$ cat src/common/microPkg.sv
`default_nettype none

package microPkg;

    // default sizes, overridden from the top level
    parameter int DEFAULT_MEM_DEPTH = 256;
    parameter int DEFAULT_REG_COUNT = 4;

    // data path widths
    typedef logic [15:0] dataWord;
    typedef logic [7:0]  memAddress;
    typedef logic [1:0]  regIndex;

    // instruction bits 15..12, codes 14 and 15 undefined (run as NOP)
    typedef enum logic [3:0] {
        OP_NOP  = 4'd0,
        OP_LDI  = 4'd1,
        OP_MOV  = 4'd2,
        OP_ADD  = 4'd3,
        OP_SUB  = 4'd4,
        OP_AND  = 4'd5,
        OP_OR   = 4'd6,
        OP_XOR  = 4'd7,
        OP_LD   = 4'd8,
        OP_ST   = 4'd9,
        OP_BEQZ = 4'd10,
        OP_JMP  = 4'd11,
        OP_OUT  = 4'd12,
        OP_HALT = 4'd13
    } opcode;

    // micro-states, FETCH0 doubles as the reset state
    typedef enum logic [6:0] {
        FETCH0   = 7'd0,
        FETCH1   = 7'd1,
        DECODE   = 7'd2,
        EXEC_LDI = 7'd3,
        EXEC_MOV = 7'd4,
        EXEC_ALU = 7'd5,
        LOAD0    = 7'd6,
        LOAD1    = 7'd7,
        STORE0   = 7'd8,
        BRANCH   = 7'd9,
        JUMP     = 7'd10,
        OUTPUT   = 7'd11,
        HALTED   = 7'd12
    } microState;

    typedef enum logic [2:0] {
        ALU_PASS = 3'd0,
        ALU_ADD  = 3'd1,
        ALU_SUB  = 3'd2,
        ALU_AND  = 3'd3,
        ALU_OR   = 3'd4,
        ALU_XOR  = 3'd5
    } aluOp;

    // how the sequencer picks its next state
    typedef enum logic [2:0] {
        SEQ_NEXT     = 3'd0,
        SEQ_DISPATCH = 3'd1,
        SEQ_FETCH    = 3'd2,
        SEQ_HOLD     = 3'd3
    } seqMode;

    // register file write source
    typedef enum logic [1:0] {
        SRC_ALU = 2'd0,
        SRC_IMM = 2'd1,
        SRC_MEM = 2'd2,
        SRC_RS  = 2'd3
    } regSource;

    // 45-bit control word, 24 bits in use, the rest padding
    typedef struct packed {
        logic        pcInc;
        logic        pcLoad;
        logic        branchZero;
        logic        irLoad;
        logic        marFromImm;
        logic        memWrite;
        logic        regWrite;
        regSource    regSource;
        aluOp        aluOp;
        logic        outStrobe;
        logic        halt;
        seqMode      seqMode;
        microState   nextState;
        logic [20:0] reserved;
    } microWord;

endpackage

`default_nettype wire

$ cat src/common/controlBus.sv
`timescale 1ns/1ps
`default_nettype none

interface controlBus import microPkg::*; ();

    // datapath controls
    logic pcInc;
    logic pcLoad;
    logic branchZero;
    logic irLoad;
    logic marFromImm;
    logic memWrite;
    logic regWrite;
    microPkg::regSource regSource;
    microPkg::aluOp aluOp;
    logic outStrobe;
    logic halt;

    // sequencing controls
    microPkg::seqMode seqMode;
    microState nextState;

    // microstore side, drives every field
    modport store (
        output pcInc, pcLoad, branchZero, irLoad, marFromImm, memWrite, regWrite,
        output regSource, aluOp, outStrobe, halt, seqMode, nextState
    );

    modport path (
        input pcInc, pcLoad, branchZero, irLoad, marFromImm, memWrite, regWrite,
        input regSource, aluOp, outStrobe, halt
    );

    modport seq (input seqMode, nextState);

endinterface

`default_nettype wire

$ cat src/control/microSequencer.sv
`timescale 1ns/1ps
`default_nettype none

module microSequencer import microPkg::*; (
    input  logic      clk,
    input  logic      reset,
    input  opcode     instrOpcode,
    controlBus.seq    bus,
    output microState currentState
);

    microState dispatchState;
    microState stateNext;

    // decode jump table
    // undefined codes fall through to FETCH0 like NOP
    always_comb begin
        case (instrOpcode)
            OP_LDI: dispatchState = EXEC_LDI;
            OP_MOV: dispatchState = EXEC_MOV;
            OP_ADD,
            OP_SUB,
            OP_AND,
            OP_OR,
            OP_XOR: dispatchState = EXEC_ALU;
            OP_LD: dispatchState = LOAD0;
            OP_ST: dispatchState = STORE0;
            OP_BEQZ: dispatchState = BRANCH;
            OP_JMP: dispatchState = JUMP;
            OP_OUT: dispatchState = OUTPUT;
            OP_HALT: dispatchState = HALTED;
            default: dispatchState = FETCH0;
        endcase
    end

    // next state per sequencing mode
    always_comb begin
        case (bus.seqMode)
            // explicit successor from the control word
            SEQ_NEXT: stateNext = bus.nextState;
            SEQ_DISPATCH: stateNext = dispatchState;
            // end of instruction
            SEQ_FETCH: stateNext = FETCH0;
            // parked, only reset leaves
            SEQ_HOLD: stateNext = currentState;
            default: stateNext = FETCH0;
        endcase
    end

    // micro-state register
    always_ff @(posedge clk) begin
        if (reset) begin
            currentState <= FETCH0;
        end else begin
            currentState <= stateNext;
        end
    end

endmodule

`default_nettype wire

$ cat src/flat_wrapper.sv
// flat-port wrapper written by rule: the top's interface ports become plain ports
module microSequencer_flat import microPkg::*;
  (clk, reset, instrOpcode, currentState, bus_seqMode, bus_nextState);
  controlBus bus_i ();
  input  logic clk;
  input  logic reset;
  input  opcode instrOpcode;
  output microState currentState;
  input wire logic [$bits(bus_i.seqMode)-1:0] bus_seqMode;
  input wire logic [$bits(bus_i.nextState)-1:0] bus_nextState;
  assign bus_i.seqMode = bus_seqMode;
  assign bus_i.nextState = bus_nextState;
  microSequencer u_core (.clk(clk), .reset(reset), .instrOpcode(instrOpcode), .bus(bus_i), .currentState(currentState));
endmodule
$ cat config.mk
export PLATFORM = sky130hd
export DESIGN_NAME = microSequencer_flat
export DESIGN_NICKNAME = d
export VERILOG_FILES = /design/src/common/microPkg.sv /design/src/common/controlBus.sv /design/src/control/microSequencer.sv /design/src/flat_wrapper.sv
export SDC_FILE = /design/constraint.sdc
export NUM_CORES = 1
export LEC_CHECK = 0
export BUFFER_PORTS_ARGS = -buffer_cell sky130_fd_sc_hd__clkbuf_2
export CAP_MARGIN = 20
export CORE_AREA = 2 2 39 41
export CTS_BUF_LIST = sky130_fd_sc_hd__clkbuf_16
export DETAILED_ROUTE_END_ITERATION = 8
export DIE_AREA = 0 0 41 43
export PLACE_DENSITY = 0.72
export SLEW_MARGIN = 5
export SYNTH_ARGS = -nofsm -noshare
export SYNTH_HDL_FRONTEND = slang
export SYNTH_SLANG_ARGS = --single-unit
$ cat constraint.sdc
create_clock -name clk -period 1.65 [get_ports clk]
set_input_delay 0.33 -clock clk [delete_from_list [all_inputs] [get_ports clk]]
set_output_delay 0.33 -clock clk [all_outputs]
set_load 0.005 [all_outputs]
Word level (Yosys, flattened, before mapping)
Memories as Yosys holds them, arrays and structs flattened.
Cells that the tools add are included.
{"block": "totals", "register_bits": 7, "latch_bits": 0, "ram_bits": 0, "rom_bits": 64, "input_bits": 16, "output_inout_bits": 7, "wordCells": 6, "mem_count": 1}
{"block": "op_classes", "n_addsub": 0, "n_mul": 0, "div_mod_pow": 0, "n_lt_le_gt_ge": 0, "eq_ne": 2, "shift": 0, "muxes": 1, "bitwise_logic": 0, "reduce_logical": 1}
{"name": "(no name shown)", "words": 16, "width": 4, "rd": 1, "rd_ports_with_merged_regs": 0, "write_ports": 0, "line_no": "microSequencer.sv:18", "text": "case (instrOpcode)"}
{"op": "case mux 7 bit (3 select lines)", "count": 1}
{"op": "== test 3 x 1 -> 1 bit, second input constant", "count": 1}
{"op": "== test 3 x 2 -> 1 bit, second input constant", "count": 1}
{"op": "zero test 3 bit", "count": 1}

Depth between registers and ports, before layout
Gate-level depths: netlist of the first run.
{"block": "depth", "ltp_word": 2, "depth_mapped": 6, "ltp_nobuf": 6}

Worst setup path after synthesis of the first run
Ideal clock, no wire load.
{"block": "synth_path", "path_kind": "input-to-reg", "startpoint": "input bus_seqMode[1]", "endpoint": "register u_core.currentState[1]", "setup_ns": 0.073, "arrival_ns": 1.213, "required_ns": 1.577, "slack_ns": 0.364, "path_stages": 3, "path_buffers": 0, "path_cell_list": "or3b_1 -> o32a_1 -> nor3_2"}
{"block": "synth_via", "elab_chain_cells": 2, "elab_cells_between_ends": 4, "cone_classes": "eq/ne (2); mux (1); reduce/logical (1)"}
{"element": "start, declared", "line_no": "flat_wrapper.sv:9", "text": "input wire logic [$bits(bus_i.seqMode)-1:0] bus_seqMode;"}
{"element": "== test 3 x 2 -> 1 bit, or another cell as far along", "line_no": "microSequencer.sv:38", "text": "case (bus.seqMode)"}
{"element": "case mux 7 bit (3 select lines)", "line_no": "microSequencer.sv:38"}
{"element": "end signal, assigned", "line_no": "microSequencer.sv:55", "text": "currentState <= stateNext;"}
{"element": "end, declared", "line_no": "microSequencer.sv:9", "text": "output microState currentState"}
Several ways; a longest one is shown, not always the timed one.
A chain may end at the register's enable or synchronous reset.

Worst setup path in the final report of the first run
{"block": "layout_path", "startpoint": "input instrOpcode[0]", "endpoint": "register u_core.currentState[1]"}
{"block": "layout_via", "elab_chain_cells": 2}
{"element": "start, declared", "line_no": "flat_wrapper.sv:7", "text": "input opcode instrOpcode;"}
{"element": "memory read (16 x 4 bit)"}
{"element": "case mux 7 bit (3 select lines)", "line_no": "microSequencer.sv:38"}
Every way passes these cells.

==> results of run 1 <==
-- power by group through the flow --
stage | Sequential [W] | Clock, W | Combinational [W]
after floorplan | 0.000182 | 0 | 0.0000478
after global placement | 0.000182 | 0 | 0.0000878
after detailed placement | 0.000182 | 0 | 0.0000896
after CTS | 0.000179 | 0.000413 | 0.0000908
after global routing | 0.000180 | 0.000418 | 0.000102
final | 0.000179 | 0.000404 | 0.0000899
-- metal layers --
| metal | GRT usage, % | up-vias |
|---|---|---|
| li1 | - | 250 |
| met1 | 18.51 | 224 |
| met3 | 6.283 | 3 |
| met2 | 23.75 | 18 |
| met5 | 0 | - |
| met4 | 10.00 | 0 |
-- cells in the final DEF, fill, tap and decap left out, types with 2 or more instances in the layout --
cell type / count
clkbuf_16: 3
buf_4: 2
clkbuf_2: 22
a21oi_1: 4
a22oi_1: 3
dfxtp_1: 7
inv_1: 4
ha_1: 4
nor2_1: 4
mux2i_1: 2
nand2b_1: 2
nor3_1: 10
nand2_1: 2
-- how the worst max path moves through the flow --
| stage | start | to | slack, ns | cells past startpoint |
|---|---|---|---|---|
| detailed placement | instrOpcode[0] | u_core.currentState[1] | 0.20 | 7 |
| floorplan | bus_seqMode[1] | u_core.currentState[1] | 0.36 | 3 |
| global route | instrOpcode[0] | u_core.currentState[1] | 0.32 | 7 |
| finish | instrOpcode[0] | u_core.currentState[1] | 0.43 | 7 |
| CTS | instrOpcode[1] | u_core.currentState[0] | 0.44 | 7 |
| global placement | bus_seqMode[1] | u_core.currentState[1] | 0.21 | 4 |
-- cells by family (layout without fill, tap and decap cells) --
| logic type | count (synthesis) | after routing |
|---|---|---|
| AOI/OAI and AO/OA | 14 | 14 |
| and+or+nand+nor | 22 | 22 |
| adders and majority gates | 4 | 4 |
| DFF | 7 | 7 |
| muxes | 2 | 2 |
| buffers and inverters | 6 | 31 |
-- final cells by class --
cell class | instances | area [sq um] | area share [%]
multi-input combinational | 42 | 290.3 | 43.61
sequential | 7 | 140.1 | 21.05
timing repair buffer | 24 | 125.1 | 18.80
inverter | 3 | 11.26 | 1.692
tap | 16 | 20.02 | 3.008
clock inverter | 1 | 3.754 | 0.5639
clock buffer | 3 | 75.07 | 11.28
-- critical path, delay by kind of cell --
family	cells	cell delay, ns
compound gates	2	0.38
fa+ha+maj	1	0.29
buf+inv	2	0.17
simple gates	2	0.20
-- through the flow --
step / area (sq um) / utilization (%)
6_report: 665.6 / 48.10
4_1_cts: 665.6 / 48.10
3_3_place_gp: 586.8 / 42.41
3_5_place_dp: 586.8 / 42.41
5_1_grt: 665.6 / 48.10
2_1_floorplan: 454.2 / -
==> flow_summary.toml, run 1 <==
[status]
outcome = "complete, no violations"

[logic_synthesis]
synth_xor_area_share_pct = 0
synth_common_cells = "nor3_1, dfxtp_1, a21oi_1, ha_1, nor2_1"
synth_nets = 75
async_flop_share_pct = 0
yosys.area_share.simple_pct = 26.72
synthTopCellsByArea = "dfxtp_1, ha_1, nor3_1"
synth-edff-count = 0
netlist_area_sq_um = 454.2
avgSynthCellArea_sq_um = 8.258
synth_top_family_by_area = "simple AND/OR/NAND/NOR gates"
synth_top_area_cell = "dfxtp_1"
synth_top_area_share_pct = 30.85
ys.warnings.count = 0
ys.flop_type = "dfxtp_1"
synth_seq_area_share_pct = 30.85
synthMuxAreaShare_pct = 4.408
synth-compound-area-share_pct = 21.76
synth-adder-area-share_pct = 11.02
synthDistinctLibCells = 23
ys_ff_latch = 7
synthCells = 55
synth.most_common_cell = "nor3_1"

[pwr]
switching_share_pct = 20.62
p_switching_w = 0.0001388
p_per_area_mw_per_mm2 = 1011
p_seq_share_pct = 26.6
leakage_nw = 0.3266
ir_drop_v = 0.0006329
totalPowerFinal_w = 0.0006730
combPwrFrac_pct = 13.4
internal-power_w = 0.0005342
clkPwrFrac_pct = 60.0

[route]
routed_via_density = 5.156
post_drt_wl_per_cell_microns = 11.95
met1Wirelength_microns = 503
top_layer = "met4"
dr.pass1.iters = 4
drt_iter0_drc = 9
vias = 495
drc_errors = 0
wl_met3_microns = 84
drt_wl_total_microns = 1147
antenna_left = 0
route.met2.wl_microns = 537

[hold_path]
hold_class = "input pin to flip-flop"
hold-path-endpoint = "u_core.currentState[1]"
hp-start = "reset"
hold_depth = 2

[sta]
slew_headroom_pct = 82.02
finalCriticalPeriod_ns = 1.218
finClkSkew_ns = 0
rsz0062_at_grt = "no"
max_clock_freq_ghz = 0.8213
hold_ws_ns = 0.3829
setup_viol = 0
finalHoldViolCount = 0
worst_pin_slew_ns = 0.2696
min_period_over_period_pct = 73.79
slew_violations = 0
finalSetupTns_ns = 0
layout_setup_ws_ns = 0.4324

[critical_path]
setup.worst_path.start_class = "input pin"
r2r_slack_ns = 0.85
reg2reg_depth = 2
cp.arrival_ns = 1.38
r2r-start = "u_core.currentState[3]"
crit_fanout = 3
crit_path_end_kind = "flip-flop"
cpPeakStageDelay_ns = 0.30
r2r-end = "u_core.currentState[3]"
critPathKind = "input pin to flip-flop"
worstPathCellList = "clkbuf_2, inv_1, ha_1, nand2b_1, a21boi_0, o32a_1, nor3_2"
cp.required_ns = 1.81
crit_slowest_cell = "o32a_1"

[final_layout]
final_nets = 101
fillers = 148
drive_above_1_share_pct = 37.50
finalNonFillerCells = 96
largest_reg_flops = 7
largest_register = "u_core.currentState"
antenna_cells = 0
area_delta_synth_final_pct = 46.56
reg.largest.list = "u_core.currentState x7"

[flow_run]
maxCapViolations = 0

[floorplan]
die_y_microns = 43
num_rows = 14
die_w_microns = 41
core_area_sq_mm = 0.001384
pin_count = 23
initial_utilization_pct = 32.82
die_area_sq_mm = 0.001763

[cts]
cts-root-buf = "clkbuf_16"
tritoncts = "done"
postCtsHoldBufs = 0
path_clk_slew_ns = 0.04
cts_resized = 0
clock_latency_ns = 0.23
numClockSinks = 7
post_cts_buffers = 0
cts_buffer_depth = 2
htreeDepth = 1
cts_made_buffers = 3

[global_route]
grt_pass1_wl_microns = 1856
overflow = 0
grt_max_degree = 11
antenna_found_initial = 0
track_usage_pct = 16.11
grt_pass1_vias = 474

[placed_design]
place_hpwl_microns = 883.4
placed_cells = 92
place_ws_ns = 0.1967
place.gp.congestion = 0.7252
portBuffers = 22
Note: power is estimated with default switching activity, not from simulation.
==> inputs of run 2 (changes only) <==
PLACE_DENSITY = 0.74   (was 0.72)
clock period = 1.1 ns   (was 1.65 ns; I/O delays follow)
==> flow_summary.toml, run 2 (synthesis results as in run 1) <==
[global_route]
gr-usage-met1_pct = 22.51
grt_pass1_vias = 496
track_usage_pct = 17.47
grt_max_degree = 11
use_met3_pct = 7.853
antenna_found_initial = 0
overflow = 0
grt_busiest_layer = "met2"
use_met2_pct = 26.88
grt_pass1_wl_microns = 2139

[sta]
min_period_over_period_pct = 97.36
layout_setup_ws_ns = 0.02908
rsz0062_at_grt = "yes"
worst_pin_slew_ns = 0.2689
slew_violations = 0
setup_viol = 0
finClkSkew_ns = 0
finalCriticalPeriod_ns = 1.071
finalHoldViolCount = 0
slew_headroom_pct = 82.08
max_clock_freq_ghz = 0.9338
finalSetupTns_ns = 0

[floorplan]
die_y_microns = 43
die_w_microns = 41
die_area_sq_mm = 0.001763
core_area_sq_mm = 0.001384
pin_count = 23
initial_utilization_pct = 32.82
num_rows = 14

[hold_path]
hp-start = "reset"
hold_depth = 2
hold-path-endpoint = "u_core.currentState[1]"
hold_class = "input pin to flip-flop"

[critical_path]
cp.arrival_ns = 1.23
critPathKind = "input pin to flip-flop"
crit_path_end_kind = "flip-flop"
setup.worst_path.start_class = "input pin"
reg2reg_depth = 2
crit_fanout = 3
cp.required_ns = 1.26
r2r-start = "u_core.currentState[3]"
r2r-end = "u_core.currentState[3]"
r2r_slack_ns = 0.31

[route]
drt_iter0_drc = 13
post_drt_wl_per_cell_microns = 11.52
vias = 526
drc_errors = 0
dr.pass1.iters = 4
drt_wl_total_microns = 1221
antenna_left = 0
routed_via_density = 4.962

[final_layout]
layout_commonest_cell = "clkbuf_2"
final_util_pct = 55.52
area_delta_synth_final_pct = 69.15
reg.largest.list = "u_core.currentState x7"
drive_above_1_share_pct = 48.89
final_nets = 111
largest_register = "u_core.currentState"
mostFrequentLayoutCells = "clkbuf_2, buf_4, nor3_1"
antenna_cells = 0
largest_reg_flops = 7

[pwr]
p_switching_w = 0.0002182
ir_drop_v = 0.001468
leakage_nw = 0.3769
clkPwrFrac_pct = 57.6
combPwrFrac_pct = 16.8
totalPowerFinal_w = 0.001048
internal-power_w = 0.0008296
p_per_area_mw_per_mm2 = 1364
p_seq_share_pct = 25.6
switching_share_pct = 20.82

[placed_design]
place.gp.congestion = 0.8374
portBuffers = 22
place_ws_ns = -0.2384
place_hpwl_microns = 981.5

[cts]
cts_buffer_depth = 2
post_cts_buffers = 0
path_clk_slew_ns = 0.04
numClockSinks = 7
tritoncts = "done"
clock_latency_ns = 0.23
cts_made_buffers = 3
htreeDepth = 1
cts-root-buf = "clkbuf_16"

[status]
outcome = "complete, no violations"

[flow_run]
maxCapViolations = 0
## run 2: cell count changes in the layout (fill, tap and decap cells not counted), sizes merged
cell	delta
buf	+10
## run 2: worst max-delay path, cell delays in order
cell      delay (ns)
clkbuf_2        0.09
or3b_4          0.40
o32a_1          0.36
nor3_2          0.16
## run 2: worst max-delay path by stage
stage / slack (ns) / depth (start not counted) / to / from
global placement: -0.22 / 7 / u_core.currentState[1] / instrOpcode[1]
detailed placement: -0.24 / 7 / u_core.currentState[1] / instrOpcode[1]
floorplan: -0.02 / 3 / u_core.currentState[1] / bus_seqMode[1]
global route: -0.003 / 4 / u_core.currentState[1] / bus_seqMode[1]
finish: 0.03 / 4 / u_core.currentState[1] / bus_seqMode[1]
CTS: 0.009 / 7 / u_core.currentState[1] / instrOpcode[1]
## run 2: power groups by stage
stage,Clock [W],Combinational (W),Sequential [W]
after floorplan,0,0.0000792,0.000273
after global placement,0,0.000169,0.000272
after detailed placement,0,0.000173,0.000272
after CTS,0.000611,0.000175,0.000269
after global routing,0.000625,0.000196,0.000270
final,0.000603,0.000176,0.000269
## run 2: timing repair
action,in CTS,in global routing
hold buffers,0,0
pin swaps,0,1
endpoints found under the setup margin,1,2
resized for setup,1,1
## run 2: cell type report
type	instances	area (sq um)
clock buffer	3	75.07
clock inverter	1	3.754
fill	136	615.6
inverter	3	21.27
multi-input combinational	42	305.3
sequential	7	140.1
tap	16	20.02
timing repair buffer	34	202.7
## run 2: per-stage QoR
stage,hold WS [ns],cell area (sq um),std cells
6_report,0.2696,768.2,106
3_5_place_dp,0.5000,686.9,102
5_1_grt,0.2786,768.2,106
2_1_floorplan,0.2909,479.2,55
3_3_place_gp,0.4991,686.9,102
4_1_cts,0.2612,768.2,106
## run 2: layer usage
layer / wire (microns) / vias up
li1: - / 272
met3: 55 / 0
met5: 0 / -
met1: 563 / 240
met2: 602 / 14
met4: 0 / 0
