<file path="src/common/microPkg.sv">
`default_nettype none

package microPkg;

    // default sizes, overridden from the top level
    parameter int DEFAULT_MEM_DEPTH = 256;
    parameter int DEFAULT_REG_COUNT = 4;

    // data path widths
    typedef logic [15:0] dataWord;
    typedef logic [7:0]  memAddress;
    typedef logic [1:0]  regIndex;

    // instruction bits 15..12, codes 14 and 15 undefined (run as NOP)
    typedef enum logic [3:0] {
        OP_NOP  = 4'd0,
        OP_LDI  = 4'd1,
        OP_MOV  = 4'd2,
        OP_ADD  = 4'd3,
        OP_SUB  = 4'd4,
        OP_AND  = 4'd5,
        OP_OR   = 4'd6,
        OP_XOR  = 4'd7,
        OP_LD   = 4'd8,
        OP_ST   = 4'd9,
        OP_BEQZ = 4'd10,
        OP_JMP  = 4'd11,
        OP_OUT  = 4'd12,
        OP_HALT = 4'd13
    } opcode;

    // micro-states, FETCH0 doubles as the reset state
    typedef enum logic [6:0] {
        FETCH0   = 7'd0,
        FETCH1   = 7'd1,
        DECODE   = 7'd2,
        EXEC_LDI = 7'd3,
        EXEC_MOV = 7'd4,
        EXEC_ALU = 7'd5,
        LOAD0    = 7'd6,
        LOAD1    = 7'd7,
        STORE0   = 7'd8,
        BRANCH   = 7'd9,
        JUMP     = 7'd10,
        OUTPUT   = 7'd11,
        HALTED   = 7'd12
    } microState;

    typedef enum logic [2:0] {
        ALU_PASS = 3'd0,
        ALU_ADD  = 3'd1,
        ALU_SUB  = 3'd2,
        ALU_AND  = 3'd3,
        ALU_OR   = 3'd4,
        ALU_XOR  = 3'd5
    } aluOp;

    // how the sequencer picks its next state
    typedef enum logic [2:0] {
        SEQ_NEXT     = 3'd0,
        SEQ_DISPATCH = 3'd1,
        SEQ_FETCH    = 3'd2,
        SEQ_HOLD     = 3'd3
    } seqMode;

    // register file write source
    typedef enum logic [1:0] {
        SRC_ALU = 2'd0,
        SRC_IMM = 2'd1,
        SRC_MEM = 2'd2,
        SRC_RS  = 2'd3
    } regSource;

    // 45-bit control word, 24 bits in use, the rest padding
    typedef struct packed {
        logic        pcInc;
        logic        pcLoad;
        logic        branchZero;
        logic        irLoad;
        logic        marFromImm;
        logic        memWrite;
        logic        regWrite;
        regSource    regSource;
        aluOp        aluOp;
        logic        outStrobe;
        logic        halt;
        seqMode      seqMode;
        microState   nextState;
        logic [20:0] reserved;
    } microWord;

endpackage

`default_nettype wire

</file>
<file path="src/common/controlBus.sv">
`timescale 1ns/1ps
`default_nettype none

interface controlBus import microPkg::*; ();

    // datapath controls
    logic pcInc;
    logic pcLoad;
    logic branchZero;
    logic irLoad;
    logic marFromImm;
    logic memWrite;
    logic regWrite;
    microPkg::regSource regSource;
    microPkg::aluOp aluOp;
    logic outStrobe;
    logic halt;

    // sequencing controls
    microPkg::seqMode seqMode;
    microState nextState;

    // microstore side, drives every field
    modport store (
        output pcInc, pcLoad, branchZero, irLoad, marFromImm, memWrite, regWrite,
        output regSource, aluOp, outStrobe, halt, seqMode, nextState
    );

    modport path (
        input pcInc, pcLoad, branchZero, irLoad, marFromImm, memWrite, regWrite,
        input regSource, aluOp, outStrobe, halt
    );

    modport seq (input seqMode, nextState);

endinterface

`default_nettype wire

</file>
<file path="src/control/microstore.sv">
`timescale 1ns/1ps
`default_nettype none

module microstore import microPkg::*; (
    input  microState  currentState,
    controlBus.store   bus
);

    // fetch step one, address from pc, then on to FETCH1
    localparam microWord FETCH0_WORD = '{
        pcInc:      1'b0,
        pcLoad:     1'b0,
        branchZero: 1'b0,
        irLoad:     1'b0,
        marFromImm: 1'b0,
        memWrite:   1'b0,
        regWrite:   1'b0,
        regSource:  SRC_ALU,
        aluOp:      ALU_PASS,
        outStrobe:  1'b0,
        halt:       1'b0,
        seqMode:    SEQ_NEXT,
        nextState:  FETCH1,
        reserved:   21'd0
    };

    microWord word;

    // control ROM, one word per micro-state
    always_comb begin
        word = '0;
        case (currentState)
            FETCH0: word = FETCH0_WORD;
            FETCH1: begin
                // latch instruction, bump pc
                word.irLoad = 1'b1;
                word.pcInc = 1'b1;
                word.seqMode = SEQ_NEXT;
                word.nextState = DECODE;
            end
            DECODE: word.seqMode = SEQ_DISPATCH;
            EXEC_LDI: begin
                word.regWrite = 1'b1;
                word.regSource = SRC_IMM;
                word.seqMode = SEQ_FETCH;
            end
            EXEC_MOV: begin
                word.regWrite = 1'b1;
                word.regSource = SRC_RS;
                word.seqMode = SEQ_FETCH;
            end
            EXEC_ALU: begin
                // PASS here lets the opcode choose the operation
                word.regWrite = 1'b1;
                word.regSource = SRC_ALU;
                word.aluOp = ALU_PASS;
                word.seqMode = SEQ_FETCH;
            end
            LOAD0: begin
                // address settles from imm
                word.marFromImm = 1'b1;
                word.seqMode = SEQ_NEXT;
                word.nextState = LOAD1;
            end
            LOAD1: begin
                word.marFromImm = 1'b1;
                word.regWrite = 1'b1;
                word.regSource = SRC_MEM;
                word.seqMode = SEQ_FETCH;
            end
            STORE0: begin
                word.marFromImm = 1'b1;
                word.memWrite = 1'b1;
                word.seqMode = SEQ_FETCH;
            end
            BRANCH: begin
                word.branchZero = 1'b1;
                word.seqMode = SEQ_FETCH;
            end
            JUMP: begin
                word.pcLoad = 1'b1;
                word.seqMode = SEQ_FETCH;
            end
            OUTPUT: begin
                word.outStrobe = 1'b1;
                word.seqMode = SEQ_FETCH;
            end
            HALTED: begin
                word.halt = 1'b1;
                word.seqMode = SEQ_HOLD;
            end
            // unknown state behaves like a fresh fetch
            default: word = FETCH0_WORD;
        endcase
    end

    // fan the word out onto the bus
    assign bus.pcInc = word.pcInc;
    assign bus.pcLoad = word.pcLoad;
    assign bus.branchZero = word.branchZero;
    assign bus.irLoad = word.irLoad;
    assign bus.marFromImm = word.marFromImm;
    assign bus.memWrite = word.memWrite;
    assign bus.regWrite = word.regWrite;
    assign bus.regSource = word.regSource;
    assign bus.aluOp = word.aluOp;
    assign bus.outStrobe = word.outStrobe;
    assign bus.halt = word.halt;
    assign bus.seqMode = word.seqMode;
    assign bus.nextState = word.nextState;

endmodule

`default_nettype wire

</file>
<file path="src/flat_wrapper.sv">
// flat-port wrapper written by rule: the top's interface ports become plain ports
module microstore_flat import microPkg::*;
  (currentState, bus_pcInc, bus_pcLoad, bus_branchZero, bus_irLoad, bus_marFromImm, bus_memWrite, bus_regWrite, bus_regSource, bus_aluOp, bus_outStrobe, bus_halt, bus_seqMode, bus_nextState);
  controlBus bus_i ();
  input  microState currentState;
  output wire logic [$bits(bus_i.pcInc)-1:0] bus_pcInc;
  output wire logic [$bits(bus_i.pcLoad)-1:0] bus_pcLoad;
  output wire logic [$bits(bus_i.branchZero)-1:0] bus_branchZero;
  output wire logic [$bits(bus_i.irLoad)-1:0] bus_irLoad;
  output wire logic [$bits(bus_i.marFromImm)-1:0] bus_marFromImm;
  output wire logic [$bits(bus_i.memWrite)-1:0] bus_memWrite;
  output wire logic [$bits(bus_i.regWrite)-1:0] bus_regWrite;
  output wire logic [$bits(bus_i.regSource)-1:0] bus_regSource;
  output wire logic [$bits(bus_i.aluOp)-1:0] bus_aluOp;
  output wire logic [$bits(bus_i.outStrobe)-1:0] bus_outStrobe;
  output wire logic [$bits(bus_i.halt)-1:0] bus_halt;
  output wire logic [$bits(bus_i.seqMode)-1:0] bus_seqMode;
  output wire logic [$bits(bus_i.nextState)-1:0] bus_nextState;
  assign bus_pcInc = bus_i.pcInc;
  assign bus_pcLoad = bus_i.pcLoad;
  assign bus_branchZero = bus_i.branchZero;
  assign bus_irLoad = bus_i.irLoad;
  assign bus_marFromImm = bus_i.marFromImm;
  assign bus_memWrite = bus_i.memWrite;
  assign bus_regWrite = bus_i.regWrite;
  assign bus_regSource = bus_i.regSource;
  assign bus_aluOp = bus_i.aluOp;
  assign bus_outStrobe = bus_i.outStrobe;
  assign bus_halt = bus_i.halt;
  assign bus_seqMode = bus_i.seqMode;
  assign bus_nextState = bus_i.nextState;
  microstore u_core (.currentState(currentState), .bus(bus_i));
endmodule
</file>
<file path="config.mk">
export PLATFORM = sky130hd
export DESIGN_NAME = microstore_flat
export DESIGN_NICKNAME = d
export VERILOG_FILES = /design/src/common/microPkg.sv /design/src/common/controlBus.sv /design/src/control/microstore.sv /design/src/flat_wrapper.sv
export SDC_FILE = /design/constraint.sdc
export NUM_CORES = 1
export LEC_CHECK = 0
export BUFFER_PORTS_ARGS = -buffer_cell sky130_fd_sc_hd__buf_2
export CAP_MARGIN = 20
export CORE_AREA = 4 4 41 43
export DETAILED_ROUTE_END_ITERATION = 6
export DIE_AREA = 0 0 45 47
export PLACE_DENSITY = 0.68
export SYNTH_ARGS = -nofsm -noshare
export SYNTH_HDL_FRONTEND = slang
export SYNTH_SLANG_ARGS = --single-unit
</file>
<file path="constraint.sdc">
create_clock -name vclk -period 3.2
set_clock_uncertainty 0.15 [all_clocks]
set_input_delay 0.64 -clock vclk [all_inputs]
set_output_delay 0.64 -clock vclk [all_outputs]
set_load 0.01 [all_outputs]
</file>
Yosys cells after proc, flatten, opt, wreduce, memory -nomap -nowiden. Cells that the tools add are included.

Register bits after elaboration: 0. Output and inout bits: 24.

Eq/ne operators: 12. Reduce and logical (&&, ||, !) cells: 3. Muxes and demuxes: 10.

Operators by type and width (number): == test 7 x 4 -> 1 bit (second input constant) (5); == test 7 x 3 -> 1 bit (second input constant) (4); == test 7 x 2 -> 1 bit (second input constant) (2); one-hot mux 3 bit (4 select lines) (1); OR reduction 10 bit (1); one-hot mux 3 bit (3 select lines) (1); OR reduction 8 bit (1); == test 7 x 1 -> 1 bit (second input constant) (1); 2-to-1 mux 1 bit (7); one-hot mux 2 bit (3 select lines) (1); OR reduction 3 bit (1).

Longest topological paths before layout. Gate-level depths: netlist of run 1.

Depth after elaboration: 3. Mapped depth: 6.

Worst setup path before layout of run 1. No wires, ideal clock.

Path type: input to output. Start: input currentState[5]. End: output bus_pcInc. Buffers on the path: 3. Arrival time: 1.779 ns. Required time: 2.410 ns. Stages: 6. Slack: 0.631 ns. Cells stage by stage: or3_4 buf_6 or2_0 buf_6 nor2_2 buf_4.

Word-level cells in the longest chain between the ends: 2.

Ends and longest elaborated chain: start, declared (RTL line flat_wrapper.sv:5) `input microState currentState;`; == test 7 x 1 -> 1 bit; 2-to-1 mux 1 bit; end, declared (RTL line flat_wrapper.sv:6) `output wire logic [$bits(bus_i.pcInc)-1:0] bus_pcInc;`.

Every way passes these cells.

Worst setup path after layout of run 1.
Start: input currentState[5]. End: output bus_nextState[1].

Word-level cells in the longest chain between the ends: 3. Elaborated cells between the ends (all ways): 14. Those cells by class: eq/ne (12); mux (1); reduce/logical (1).

Ends and longest elaborated chain: == test 7 x 2 -> 1 bit (tied with other cells) (RTL line microstore.sv:32) `case (currentState)`; OR reduction 10 bit (no line); one-hot mux 3 bit (3 select lines) * (RTL line microstore.sv:32); end, declared (RTL line flat_wrapper.sv:18) `output wire logic [$bits(bus_i.nextState)-1:0] bus_nextState;`.

Mark *: on every way between the ends. The rest lies on a longest branch, timed or not.

==> reports/results.tsv, run 1 <==
stage	metric	value	unit
finish	seq_area	0	um2
finish	drive_above_1_share	0.522	
finish	utilization	0.317	
floorplanning	ioPinCount	31	
critical_path	crit_path_max_incr_delay	0.41	ns
finish	final_nets	78	
critical_path	cp-startpoint	currentState[5]	
drt	drtIter0Drc	1	
floorplanning	die_w	45	um
yosys	synth_cell_types	25	
sta	setup_violations	0	
placed_design	gp_congestion	0.722	
critical_path	crit_chain	buf_2, or3_4, or2_0, a21oi_2, buf_2	
sta	post-route-worst-setup-slack	0.605	ns
placed_design	place_ws	0.590	ns
grt	met1_usage	0.103	
yosys	ys_warn_count	0	
power_and_ir_drop	power_density	83.7	nW/um2
drt	via_per_inst	4.40	
grt	grt_usage	0.0708	
finish	clock_buffer_count	0	
sta	rsz0062_at_grt	no	
placed_design	dp_hpwl	666	um
floorplanning	die_y	47	um
clock_network	postCtsSetupBuffers	0	
floorplanning	die_area	2120	um2
critical_path	crit_path_end	bus_nextState[1]	
yosys	netlist_area	363	um2
finish	nFillCells	158	
critical_path	path_class	primary input to output port	
yosys	synth_area_leaders	buf_4 19%, buf_6 9.3%, a21oi_2 7.2%	
grt	grt_pass1_vias	287	
drt	drt_pass1_iterations	2	
drt	drtAntennaViolNets	0	
yosys	yosys.area.top_type	buf_4	
grt	grt_pass1_wl	1210	um
finish	final_common_cell	buf_2	
yosys	synth_largest_type_area_fraction	0.186	
sta	final_hold_viol_count	0	
power_and_ir_drop	power	34.5	uW
floorplanning	core_area	1300	um2
critical_path	cpMaxStageDelayCell	or3_4	
floorplanning	std_cell_rows	13	
job	cap_violations	0	
yosys	synth_area_per_cell	6.85	um2
worst_hold_path	hold_class	primary input to output port	
drt	vias	370	
critical_path	critPathCaptureType	output port	
placed_design	port_buffers	23	
run_status	outcome	finished, final reports clean	
drt	routedWlPerCell	9.26	um
grt	gr-usage-met3	0	
grt	antenna_found_initial	0	
yosys	seq_area_frac_synth	0	
drt	routed_wl	778	um
critical_path	crit_top_cell	buf_2	
critical_path	start_kind	primary input	
critical_path	cp.arrival	1.81	ns
floorplanning	start_util	0.279	
sta	fin_crit	2.60	ns
drt	drc_errors	0	
clock_network	cts_hold_buffers	0	
power_and_ir_drop	max-vdd-ir-drop	0.0000292	V
finish	antenna_cells	0	
finish	area_growth	13.8	%
yosys	syn_inst	53	
finish	final_cell_mix	23 x buf_2, 8 x conb_1, 5 x nand2_1, 5 x nor2_1, 4 x nand2b_1	
sta	slew_viol_final	0	
sta	finalCritPeriodShare	0.811	
clock_network	post_cts_resized	0	
sta	fmax	385	MHz
grt	overflow	0	
critical_path	critPathMaxFanout	7	
sta	setup_tns	0	ns
critical_path	cp.required	2.41	ns
finish	nFlopsAndLatches	0	
grt	grt_most_used_layer	met2	
power_and_ir_drop	leakage	0.198	nW
grt	grt_use_met2	0.124	
grt	grt_max_degree	15	
-- area by class of cell --
type                            instances  area, um2  share of cell area
Tap cell                               15       18.8              0.0455
Multi-Input combinational cell         46        279               0.676
Timing Repair Buffer                   23        115               0.279
-- layer usage --
layer | wire length, um | up-vias | share of wire
met1 | 339 | 159 | 0.44
met2 | 354 | 18 | 0.46
met5 | 0 | - | 0
met4 | 0 | 0 | 0
li1 | - | 193 | -
met3 | 84 | 0 | 0.11
-- worst max-delay path: cells and delay by family --
| family | cells | cell delay, ns |
|---|---|---|
| and+or+nand+nor | 2 | 0.77 |
| buffers and inverters | 2 | 0.23 |
| AOI/OAI and AO/OA | 1 | 0.16 |
-- power by group --
group          switching, mW  internal, mW
clock network              0             0
registers                  0             0
logic                 0.0219        0.0126
-- cell families (layout without fill, tap and decap cells) --
family,count (synthesis),count (layout),share of synthesized area
and+or+nand+nor,28,28,0.479
buffers and inverters,14,23,0.303
AOI/OAI and AO/OA,9,9,0.176
other,1,8,0.0103
muxes,1,1,0.0310
-- worst min-delay path by stage --
| stage | start | endpoint | slack [ns] | cells past startpoint |
|---|---|---|---|---|
| after CTS | currentState[3] | bus_halt | 1.51 | 4 |
| after global routing | currentState[3] | bus_halt | 1.53 | 4 |
| after detailed placement | currentState[3] | bus_halt | 1.50 | 4 |
| after global placement | currentState[3] | bus_halt | 1.50 | 4 |
| final | currentState[3] | bus_halt | 1.50 | 4 |
| after floorplan | currentState[3] | bus_halt | 1.22 | 2 |
-- per-stage QoR --
step                hold WS (ns)  cells  cell area [um2]
floorplan                   1.22     60              389
global placement            1.50     84              413
detailed placement          1.50     84              413
CTS                         1.51     84              413
global route                1.53     84              413
finish                      1.50     84              413
-- synth_stat cells (all sizes together) --
| cell | n |
|---|---|
| a21oi | 4 |
| nor3 | 3 |
| conb | 1 |
| or2 | 3 |
| nand2b | 4 |
| a31oi | 2 |
| nor4 | 1 |
| or3b | 1 |
| nand2 | 5 |
| or3 | 1 |
| and2 | 1 |
| o21ai | 2 |
| mux2 | 1 |
| o32a | 1 |
| nor3b | 2 |
| nor2 | 7 |
| buf | 14 |
(Power assumes the default switching activity.)
==> run 2, diff against run 1 <==
--- a/config.mk
+++ b/config.mk
@@ -10,7 +10,7 @@
 export CORE_AREA = 4 4 41 43
 export DETAILED_ROUTE_END_ITERATION = 6
 export DIE_AREA = 0 0 45 47
-export PLACE_DENSITY = 0.68
+export PLACE_DENSITY = 0.7
 export SYNTH_ARGS = -nofsm -noshare
 export SYNTH_HDL_FRONTEND = slang
 export SYNTH_SLANG_ARGS = --single-unit
==> constraint.sdc (replaced) <==
create_clock -name vclk -period 2.2
set_clock_uncertainty 0.15 [all_clocks]
set_input_delay 0.44 -clock vclk [all_inputs]
set_output_delay 0.44 -clock vclk [all_outputs]
set_load 0.01 [all_outputs]
==> run 2 against run 1 <==
Compared with the run above:
- worst hold slack lost 0.41 ns
- via count grew 2.7%
- sequential cell count is the same
- critical path depth is the same
- global-route usage shrank 0.079 points
- core utilization grew 1.7 points
- routed wire length grew 2.2%
- clock-buffer cell count is the same
- non-clock buffer count grew 3
- first-iteration DRC count grew to 11 times the previous value
- power grew 56%
- design area grew 5.5%
==> reports/results.tsv, run 2 (synthesis gave the netlist of run 1 again) <==
stage	metric	value	unit	change
run_status	outcome	finished, final reports clean		
power_and_ir_drop	leakage	0.212	nW	+7.1%
floorplanning	std_cell_rows	13		unchanged
grt	grt_usage	0.0700		-0.000787
finish	drive_above_1_share	0.542		+0.0199
grt	antenna_found_initial	0		unchanged
drt	via_per_inst	4.37		-0.84%
power_and_ir_drop	max-vdd-ir-drop	0.0000453	V	+55%
placed_design	gp_congestion	0.753		+4.4%
floorplanning	start_util	0.279		unchanged
grt	grt_pass1_wl	1210	um	unchanged
finish	nFlopsAndLatches	0		unchanged
sta	finalCritPeriodShare	0.965		
finish	seq_area	0	um2	unchanged
floorplanning	die_w	45	um	unchanged
floorplanning	ioPinCount	31		unchanged
drt	vias	380		+2.7%
floorplanning	die_area	2120	um2	unchanged
grt	overflow	0		unchanged
drt	routedWlPerCell	9.14	um	-1.3%
job	cap_violations	0		unchanged
drt	drtIter0Drc	11		+10
sta	rsz0062_at_grt	no		
sta	fin_crit	2.12	ns	
drt	drtAntennaViolNets	0		unchanged
drt	routed_wl	795	um	+2.2%
drt	drc_errors	0		unchanged
sta	slew_viol_final	0		unchanged
grt	grt_max_degree	13		-2
drt	drt_pass1_iterations	4		+2
finish	nFillCells	159		+0.63%
grt	grt_pass1_vias	318		+11%
worst_hold_path	hold_class	primary input to output port		
finish	final_cell_mix	23 x buf_2, 8 x conb_1, 5 x nand2_1, 5 x nor2_1, 4 x nand2b_1		
critical_path	cp.arrival	1.53	ns	-0.28 ns
placed_design	place_ws	0.00876	ns	-0.582 ns
power_and_ir_drop	power_density	124	nW/um2	+48%
clock_network	postCtsSetupBuffers	0		unchanged
placed_design	port_buffers	23		unchanged
critical_path	path_class	primary input to output port		
finish	area_growth	20.0	%	
sta	post-route-worst-setup-slack	0.0759	ns	-0.529 ns
sta	fmax	471	MHz	
sta	setup_violations	0		unchanged
placed_design	dp_hpwl	711	um	+6.8%
critical_path	critPathCaptureType	output port		
sta	final_hold_viol_count	0		unchanged
floorplanning	die_y	47	um	unchanged
finish	antenna_cells	0		unchanged
critical_path	critPathMaxFanout	6		-1
finish	final_nets	81		+3.8%
sta	setup_tns	0	ns	unchanged
floorplanning	core_area	1300	um2	unchanged
finish	final_common_cell	buf_2		
finish	clock_buffer_count	0		unchanged
critical_path	start_kind	primary input		
critical_path	cp.required	1.61	ns	-0.80 ns
run 2: changes by cell type in the layout (fill, tap and decap cells not counted), sizes merged:
cell	previous run	this run
buf	23	26
run 2: timing repair:
action,4_1_cts,5_1_grt
gates resized for setup,0,1
hold buffers,0,0
setup endpoints to repair,0,7
run 2: worst paths after layout:
path	from	to	slack (ns)	depth (start not counted)
worst max-delay path	currentState[5]	bus_pcInc	0.08	5
worst min-delay path	currentState[6]	bus_seqMode[1]	1.09	4
run 2: area by class of cell:
cell class                      instances  area (um2)  share of cell area
Tap cell                               15        18.8              0.0431
Multi-Input combinational cell         46         279               0.641
Timing Repair Buffer                   26         138               0.316
run 2: report_power, final:
group | total [mW] | switching [mW] | internal, mW
clock | 0 | 0 | 0
sequential | 0 | 0 | 0
combinational | 0.0540 | 0.0325 | 0.0215
run 2: critical path, stage by stage:
cell,delay (ns)
buf_2,0.09
or3_4,0.39
or2_1,0.32
nor2_2,0.15
buf_2,0.14
run 2: metal layers:
layer  global-route usage  wire length [um]
met1                0.103               334
met2                0.121               371
met3                    0                90
met4                    0                 0
met5                    0                 0
run 2: per-stage QoR:
stage	power (mW)	hold slack, ns	std cells	area (um2)	utilization
after CTS	0.0542	1.10	87	435	0.335
final	0.0540	1.09	87	435	0.335
after global placement	0.0534	1.10	87	435	0.335
after floorplan	0.0506	0.824	60	389	-
after detailed placement	0.0541	1.10	87	435	0.335
after global routing	0.0612	1.12	87	435	0.335
